**src/nl_pkg.sv**
```systemverilog
package nl_pkg;

	localparam int lane_width = 8;
	localparam int n_lanes = 4;
	localparam int word_width = lane_width * n_lanes;
	localparam int addr_width = 15;
	localparam int cnt_width = 16;
	localparam int fn_width = 3;

	localparam int lut_size = 64;
	localparam int lut_adr_width = $clog2(lut_size);
	localparam int n_segments = 8;
	localparam int seg_width = $clog2(n_segments);

	// parameter sets first, then x_start, a and b for each function.
	localparam int lut_sig_prm = 0;
	localparam int lut_tanh_prm = 5;
	localparam int lut_sig_seg = 10;
	localparam int lut_tanh_seg = 34;

	localparam int wb_adr_width = 7;
	localparam int wb_dat_width = 16;

	localparam logic [wb_adr_width-1:0] reg_ctrl = 7'd64;
	localparam logic [wb_adr_width-1:0] reg_count = 7'd65;
	localparam logic [wb_adr_width-1:0] reg_shift = 7'd66;
	localparam logic [wb_adr_width-1:0] reg_status = 7'd67;
	localparam int ctrl_start_bit = 8;

	localparam logic [fn_width-1:0] fn_relu = 3'd0;
	localparam logic [fn_width-1:0] fn_sigmoid = 3'd3;
	localparam logic [fn_width-1:0] fn_tanh = 3'd4;

	typedef enum logic [2:0] {
		idle,
		pre_read,
		read,
		operate,
		write
	} seq_state_t;

	typedef struct packed {
		logic [lane_width-1:0] x_min;
		logic [lane_width-1:0] x_max;
		logic [lane_width-1:0] y_min;
		logic [lane_width-1:0] y_max;
		logic [n_segments-1:0][lane_width-1:0] x_start;
		logic [n_segments-1:0][lane_width-1:0] a;
		logic [n_segments-1:0][lane_width-1:0] b;
	} pwl_coef_t;

endpackage

```
**src/stage_if.sv**
```systemverilog
`timescale 1ns/1ps

// per-word strobes, one per sequencer state.
interface stage_if;

	logic rd_en;
	logic capture;
	logic compute;
	logic wr_en;

	modport seq (
		output rd_en,
		output capture,
		output compute,
		output wr_en
	);

	modport dp (
		input rd_en,
		input capture,
		input compute,
		input wr_en
	);

endinterface

```
**src/act_sequencer.sv**
```systemverilog
`timescale 1ns/1ps

module act_sequencer (
	input logic clk,
	input logic reset,
	input logic start,
	input logic last,
	stage_if.seq stg,
	output logic counter_clear,
	output logic counter_step,
	output logic busy,
	output logic done_set
);
	import nl_pkg::*;

	seq_state_t state;
	seq_state_t state_nxt;

	always_ff @(posedge clk or negedge reset) begin
		if (!reset) begin
			state <= idle;
		end else begin
			state <= state_nxt;
		end
	end

	always_comb begin
		state_nxt = state;
		done_set = 1'b0;
		case (state)
			idle: begin
				if (start) begin
					// empty run ends at once.
					if (last) begin
						done_set = 1'b1;
					end else begin
						state_nxt = pre_read;
					end
				end
			end
			pre_read: state_nxt = read;
			read: state_nxt = operate;
			operate: state_nxt = write;
			write: begin
				if (last) begin
					state_nxt = idle;
					done_set = 1'b1;
				end else begin
					state_nxt = pre_read;
				end
			end
			default: state_nxt = idle;
		endcase
	end

	assign stg.rd_en = state == pre_read;
	assign stg.capture = state == read;
	assign stg.compute = state == operate;
	assign stg.wr_en = state == write;

	// held at zero while idle, so a start always begins at word 0.
	assign counter_clear = state == idle;
	assign counter_step = state == write;
	assign busy = state != idle;

endmodule

```
**src/coef_table.sv**
```systemverilog
`timescale 1ns/1ps

module coef_table (
	input logic clk,
	input logic reset,
	input logic wb_cyc,
	input logic wb_stb,
	input logic wb_we,
	input logic [nl_pkg::wb_adr_width-1:0] wb_adr,
	input logic [nl_pkg::wb_dat_width-1:0] wb_dat_w,
	output logic [nl_pkg::wb_dat_width-1:0] wb_dat_r,
	output logic wb_ack,
	input logic busy,
	output logic start,
	output logic [nl_pkg::fn_width-1:0] func,
	output logic [nl_pkg::cnt_width-1:0] word_count,
	output logic [7:0] shift_fp,
	output nl_pkg::pwl_coef_t coef,
	output logic relu_sel,
	input logic done_set,
	output logic done
);
	import nl_pkg::*;

	logic [lane_width-1:0] lut [lut_size];
	logic wb_req;
	logic code_ok;
	logic run_active;
	logic is_table;
	logic [lut_adr_width-1:0] prm_base;
	logic [lut_adr_width-1:0] seg_base;

	assign wb_req = wb_cyc && wb_stb && !wb_ack;
	assign is_table = wb_adr < lut_size;
	assign code_ok = (wb_dat_w[fn_width-1:0] == fn_relu) ||
		(wb_dat_w[fn_width-1:0] == fn_sigmoid) ||
		(wb_dat_w[fn_width-1:0] == fn_tanh);
	// a start already issued counts as busy.
	assign run_active = busy || start;

	always_ff @(posedge clk) begin
		if (wb_req && wb_we && is_table) begin
			lut[wb_adr[lut_adr_width-1:0]] <= wb_dat_w[lane_width-1:0];
		end
	end

	always_ff @(posedge clk or negedge reset) begin
		if (!reset) begin
			wb_ack <= 1'b0;
			start <= 1'b0;
			func <= fn_relu;
			word_count <= '0;
			shift_fp <= '0;
			done <= 1'b0;
		end else begin
			wb_ack <= wb_req;
			start <= 1'b0;
			if (done_set) begin
				done <= 1'b1;
			end
			if (wb_req && wb_we) begin
				case (wb_adr)
					reg_ctrl: begin
						if (code_ok && !run_active) begin
							func <= wb_dat_w[fn_width-1:0];
							if (wb_dat_w[ctrl_start_bit]) begin
								start <= 1'b1;
								done <= 1'b0;
							end
						end
					end
					reg_count: word_count <= wb_dat_w;
					reg_shift: shift_fp <= wb_dat_w[7:0];
					default: ;
				endcase
			end
		end
	end

	// table entries read back sign-extended.
	always_comb begin
		wb_dat_r = '0;
		if (is_table) begin
			wb_dat_r = {{(wb_dat_width-lane_width){lut[wb_adr[lut_adr_width-1:0]][lane_width-1]}},
				lut[wb_adr[lut_adr_width-1:0]]};
		end else begin
			case (wb_adr)
				reg_ctrl: wb_dat_r = {{(wb_dat_width-fn_width){1'b0}}, func};
				reg_count: wb_dat_r = word_count;
				reg_shift: wb_dat_r = {8'd0, shift_fp};
				reg_status: wb_dat_r = {14'd0, done, busy};
				default: wb_dat_r = '0;
			endcase
		end
	end

	assign prm_base = (func == fn_tanh) ? lut_adr_width'(lut_tanh_prm) : lut_adr_width'(lut_sig_prm);
	assign seg_base = (func == fn_tanh) ? lut_adr_width'(lut_tanh_seg) : lut_adr_width'(lut_sig_seg);

	// entry 0 of each set is the segment shift, not used by the lanes.
	always_comb begin
		coef.x_min = lut[prm_base + 1];
		coef.x_max = lut[prm_base + 2];
		coef.y_min = lut[prm_base + 3];
		coef.y_max = lut[prm_base + 4];
		for (int i = 0; i < n_segments; i++) begin
			coef.x_start[i] = lut[seg_base + i];
			coef.a[i] = lut[seg_base + n_segments + i];
			coef.b[i] = lut[seg_base + 2 * n_segments + i];
		end
	end

	assign relu_sel = func == fn_relu;

endmodule

```
**src/nonlinear_unit.sv**
```systemverilog
`timescale 1ns/1ps

module nonlinear_unit #(
	parameter int lane_count = nl_pkg::n_lanes
) (
	input logic clk,
	input logic reset,
	input logic wb_cyc,
	input logic wb_stb,
	input logic wb_we,
	input logic [nl_pkg::wb_adr_width-1:0] wb_adr,
	input logic [nl_pkg::wb_dat_width-1:0] wb_dat_w,
	output logic [nl_pkg::wb_dat_width-1:0] wb_dat_r,
	output logic wb_ack,
	output logic src_rd_en,
	output logic [nl_pkg::addr_width-1:0] src_rd_addr,
	input logic [lane_count*nl_pkg::lane_width-1:0] src_rd_data,
	output logic dst_wr_en,
	output logic [nl_pkg::addr_width-1:0] dst_wr_addr,
	output logic [lane_count*nl_pkg::lane_width-1:0] dst_wr_data,
	output logic done
);
	import nl_pkg::*;

	stage_if stg ();

	logic start;
	logic busy;
	logic done_set;
	logic last;
	logic counter_clear;
	logic counter_step;
	logic relu_sel;
	logic [fn_width-1:0] func;
	logic [cnt_width-1:0] word_count;
	logic [7:0] shift_fp;
	logic [addr_width-1:0] index;
	pwl_coef_t coef;

	coef_table u_coef_table (
		.clk(clk),
		.reset(reset),
		.wb_cyc(wb_cyc),
		.wb_stb(wb_stb),
		.wb_we(wb_we),
		.wb_adr(wb_adr),
		.wb_dat_w(wb_dat_w),
		.wb_dat_r(wb_dat_r),
		.wb_ack(wb_ack),
		.busy(busy),
		.start(start),
		.func(func),
		.word_count(word_count),
		.shift_fp(shift_fp),
		.coef(coef),
		.relu_sel(relu_sel),
		.done_set(done_set),
		.done(done)
	);

	word_counter u_word_counter (
		.clk(clk),
		.reset(reset),
		.clear(counter_clear),
		.step(counter_step),
		.word_count(word_count),
		.index(index),
		.last(last)
	);

	act_sequencer u_act_sequencer (
		.clk(clk),
		.reset(reset),
		.start(start),
		.last(last),
		.stg(stg.seq),
		.counter_clear(counter_clear),
		.counter_step(counter_step),
		.busy(busy),
		.done_set(done_set)
	);

	// one word in flight, so read and write share the index.
	assign src_rd_en = stg.rd_en;
	assign src_rd_addr = index;
	assign dst_wr_en = stg.wr_en;
	assign dst_wr_addr = index;

	for (genvar g = 0; g < lane_count; g++) begin : g_lane
		pwl_lane u_pwl_lane (
			.clk(clk),
			.reset(reset),
			.capture(stg.capture),
			.compute(stg.compute),
			.x_in(src_rd_data[g*lane_width +: lane_width]),
			.coef(coef),
			.relu_sel(relu_sel),
			.shift_fp(shift_fp),
			.y(dst_wr_data[g*lane_width +: lane_width])
		);
	end

endmodule

```
**src/pwl_lane.sv**
```systemverilog
`timescale 1ns/1ps

module pwl_lane (
	input logic clk,
	input logic reset,
	input logic capture,
	input logic compute,
	input logic signed [nl_pkg::lane_width-1:0] x_in,
	input nl_pkg::pwl_coef_t coef,
	input logic relu_sel,
	input logic [7:0] shift_fp,
	output logic signed [nl_pkg::lane_width-1:0] y
);
	import nl_pkg::*;

	logic signed [lane_width-1:0] x_q;
	logic [seg_width-1:0] seg;
	logic signed [lane_width-1:0] a_sel;
	logic signed [lane_width-1:0] b_sel;
	logic signed [2*lane_width-1:0] prod;
	logic signed [2*lane_width-1:0] b_shl;
	logic signed [2*lane_width-1:0] acc;
	logic signed [lane_width-1:0] pwl_y;
	logic signed [lane_width-1:0] y_nxt;

	// highest segment starting at or below x.
	always_comb begin
		seg = '0;
		for (int i = 0; i < n_segments; i++) begin
			if ($signed(coef.x_start[i]) <= x_q) begin
				seg = seg_width'(i);
			end
		end
	end

	assign a_sel = coef.a[seg];
	assign b_sel = coef.b[seg];

	// 16-bit sum with b aligned to the product.
	assign prod = a_sel * x_q;
	assign b_shl = b_sel <<< shift_fp;
	assign acc = (prod + b_shl) >>> shift_fp;
	assign pwl_y = acc[lane_width-1:0];

	always_comb begin
		if (relu_sel) begin
			y_nxt = (x_q > 0) ? x_q : '0;
		end else if (x_q <= $signed(coef.x_min)) begin
			y_nxt = coef.y_min;
		end else if (x_q >= $signed(coef.x_max)) begin
			y_nxt = coef.y_max;
		end else begin
			y_nxt = pwl_y;
		end
	end

	always_ff @(posedge clk or negedge reset) begin
		if (!reset) begin
			x_q <= '0;
			y <= '0;
		end else begin
			if (capture) begin
				x_q <= x_in;
			end
			if (compute) begin
				y <= y_nxt;
			end
		end
	end

endmodule

```
**src/word_counter.sv**
```systemverilog
`timescale 1ns/1ps

module word_counter (
	input logic clk,
	input logic reset,
	input logic clear,
	input logic step,
	input logic [nl_pkg::cnt_width-1:0] word_count,
	output logic [nl_pkg::addr_width-1:0] index,
	output logic last
);
	import nl_pkg::*;

	logic [cnt_width-1:0] index_next;

	always_ff @(posedge clk or negedge reset) begin
		if (!reset) begin
			index <= '0;
		end else if (clear) begin
			index <= '0;
		end else if (step) begin
			index <= index + 1'b1;
		end
	end

	// compares the index after this step, so a cleared
	// counter with a count of zero is already at the end.
	assign index_next = cnt_width'(index) + cnt_width'(step);
	assign last = index_next == word_count;

endmodule
```
**config.mk**
```make
export PLATFORM = sky130hd
export DESIGN_NAME = nonlinear_unit
export DESIGN_NICKNAME = d
export VERILOG_FILES = /design/src/nl_pkg.sv /design/src/stage_if.sv /design/src/act_sequencer.sv /design/src/coef_table.sv /design/src/nonlinear_unit.sv /design/src/pwl_lane.sv /design/src/word_counter.sv
export SDC_FILE = /design/constraint.sdc
export NUM_CORES = 2
export LEC_CHECK = 0
export BUFFER_PORTS_ARGS = -buffer_cell sky130_fd_sc_hd__buf_2
export CAP_MARGIN = 15
export CORE_MARGIN = 2
export CORE_UTILIZATION = 55
export CTS_BUF_LIST = sky130_fd_sc_hd__clkbuf_4
export DETAILED_ROUTE_END_ITERATION = 8
export PLACE_DENSITY = 0.79
export SYNTH_ARGS = -nofsm -noshare
export SYNTH_HDL_FRONTEND = slang
export SYNTH_HIERARCHICAL = 1
export SYNTH_SLANG_ARGS = --single-unit
```
**constraint.sdc**
```tcl
create_clock -name clk -period 10 [get_ports clk]
set_input_delay 0.5 -clock clk [delete_from_list [all_inputs] [get_ports clk]]
set_output_delay 0.5 -clock clk [all_outputs]
set_load 0.01 [all_outputs]
```
==> results.py <==
metrics = {
    "routing": {
        "vias": 56500,
        "routedWlPerCell_um": 32.4,
        "viasPerCell": 6.81,
        "ant_nets": 0,
        "drt-initial-drc-count": 8406,
        "drc": 9,
        "routed_wl_mm": 268,
        "drtPass1Iterations": 9,
    },
    "global_route": {
        "grt_use_total_pct": 47.4,
        "grt_overflow": 0,
        "grt_pass1_wl_mm": 367,
        "grt_antenna_before_repair": 25,
        "grt_max_degree": 112,
        "grt_pass1_vias": 52700,
    },
    "die": {
        "fp.dieH_um": 330,
        "core_area_um2": 105000,
        "die-area_um2": 109000,
        "start_util_pct": 55.4,
        "ios": 142,
        "rows": 119,
        "fp.dieW_um": 330,
    },
    "worst_setup_path": {
        "r2r-start": "u_coef_table/func[0]",
        "slowest_stage": "fa_1",
        "start_kind": "register",
        "crit_arrival_ps": 10990,
        "critPathRequiredTime_ps": 10990,
        "crit_start": "u_coef_table/func[0]",
        "crit_type": "reg2reg",
        "endpoint_kind": "register",
        "slowest_delay_ps": 570,
        "cp_max_fo": 8,
    },
    "layout": {
        "final_cell_mix": "buf_4 (777), edfxtp_1 (512), inv_1 (494)",
        "finalNetCount": 7523,
        "fill_cells": 7768,
        "final_common_cell": "buf_4",
        "syn2layout_area_growth_pct": 26.4,
        "final_cells": 8287,
        "drive_above_1_share_pct": 33.2,
    },
    "sta": {
        "finalMaxSlewViolations": 0,
        "timing.fmax_mhz": 100,
        "finalHoldViolCount": 0,
        "setup_tns_ps": -3.11,
        "maxSlewHeadroom_pct": 13.6,
        "rsz0062_at_grt": "yes",
        "max_slew.worst_pin.slew_ps": 1290,
        "setup_viol": 1,
        "period_minus_slack_ps": 10000,
        "clock_skew_ps": 80.1,
        "worst_slack_ps": -3.11,
        "fin_crit_sh_pct": 100,
    },
    "placed_design": {
        "pre_cts_slack_ps": -571,
        "gp_congestion": 1.11,
        "dp_hpwl_mm": 197,
        "dp_cells": 7801,
        "io_buffers": 141,
    },
    "clocking": {
        "htree_levels": 4,
        "cts_buffers": 167,
        "clkLatencyLatePin_ps": 1180,
        "cts_max_path_buffers": 3,
        "cts-root-buf": "clkbuf_4",
        "cts_tree": "yes",
        "clock-sinks": 624,
        "clkTransAtPathRegs_ps": 60,
    },
    "run": {
        "drv_cap": 0,
    },
    "synthesis": {
        "syn-cell-area_um2": 58300,
        "syn_inst": 5776,
        "avgSynthCellArea_um2": 10.1,
        "syn-num-nets": 6559,
        "ys_warn_count": 6,
    },
    "status": {
        "violations": "DRC, setup timing",
        "status": "finished, violations left",
    },
    "hold_path": {
        "hold_class": "in2reg",
        "worstHoldStart": "src_rd_data[18]",
    },
}
==> layout make-up <==
type	count	area (um2)	share of cell area, %
multi-input cells	4347	40500	55.0
flip-flops and latches	624	18200	24.7
repair buffers	1086	9130	12.4
inverters	514	1930	2.62
well taps	1391	1740	2.36
clock buffers	227	1700	2.31
clock inverters	67	420	0.570
diodes	31	77.6	0.105
==> final timing paths <==
| path | cells after the start | slack [ps] | to |
|---|---|---|---|
| setup / recovery | 42 | -3 | g_lane[0].u_pwl_lane/y[1] |
| hold / removal | 4 | 60 | g_lane[2].u_pwl_lane/x_q[2] |
| setup reg to reg | 42 | -3 | g_lane[0].u_pwl_lane/y[1] |
| hold reg to reg | 1 | 530 | u_act_sequencer/state[1] |
| max in group asynchronous | 4 | 8590 | g_lane[2].u_pwl_lane/y[1] |
| min in group asynchronous | 4 | 520 | g_lane[0].u_pwl_lane/y[2] |
==> timing repair <==
item                                   CTS  global route
hold buffers                            51             0
setup endpoints to repair               32            32
buffers inserted                        23            82
gates cloned                             2             8
resized for setup                      130           633
pin swaps                               36           285
endpoints found under the hold margin  168             0
==> critical path, delay by kind of cell (launching register included) <==
kind	cells	cell delay, ps
AOI/OAI and AO/OA	15	2900
buffers and inverters	9	1270
adders and majority gates	7	2950
and+or+nand+nor	7	1170
DFF	1	410
muxes	4	1080
==> per-layer routing <==
metal	track usage, %	routed length [um]	vias up
li1	-	-	23400
met5	0	282	-
met2	65.8	110000	4530
met1	60.9	96200	27500
met4	29.8	20800	28
met3	19.8	40900	1016
==> stage by stage <==
stage                     hold WS (ps)  utilization [%]  instance area, um2
final                             62.8             70.0               73700
after global placement             488             62.8               66100
after floorplan                    204                -               58300
after CTS                         1.95             66.2               69600
after global routing              51.9             70.0               73700
after detailed placement           498             62.8               66100
==> registers in the layout (all words and copies together) (netlist names) <==
name / count
u_coef_table/wb_ack: 1
u_word_counter/index: 15
u_act_sequencer/state: 3
u_coef_table/word_count: 16
u_coef_table/func: 3
g_lane.u_pwl_lane/x_q: 32
u_coef_table/done: 1
u_coef_table/shift_fp: 8
g_lane.u_pwl_lane/y: 32
u_coef_table/start: 1
u_coef_table/lut: 512
Power is not shown: default switching activity piles up to over one toggle a cycle in this logic, so the estimate is an artifact.
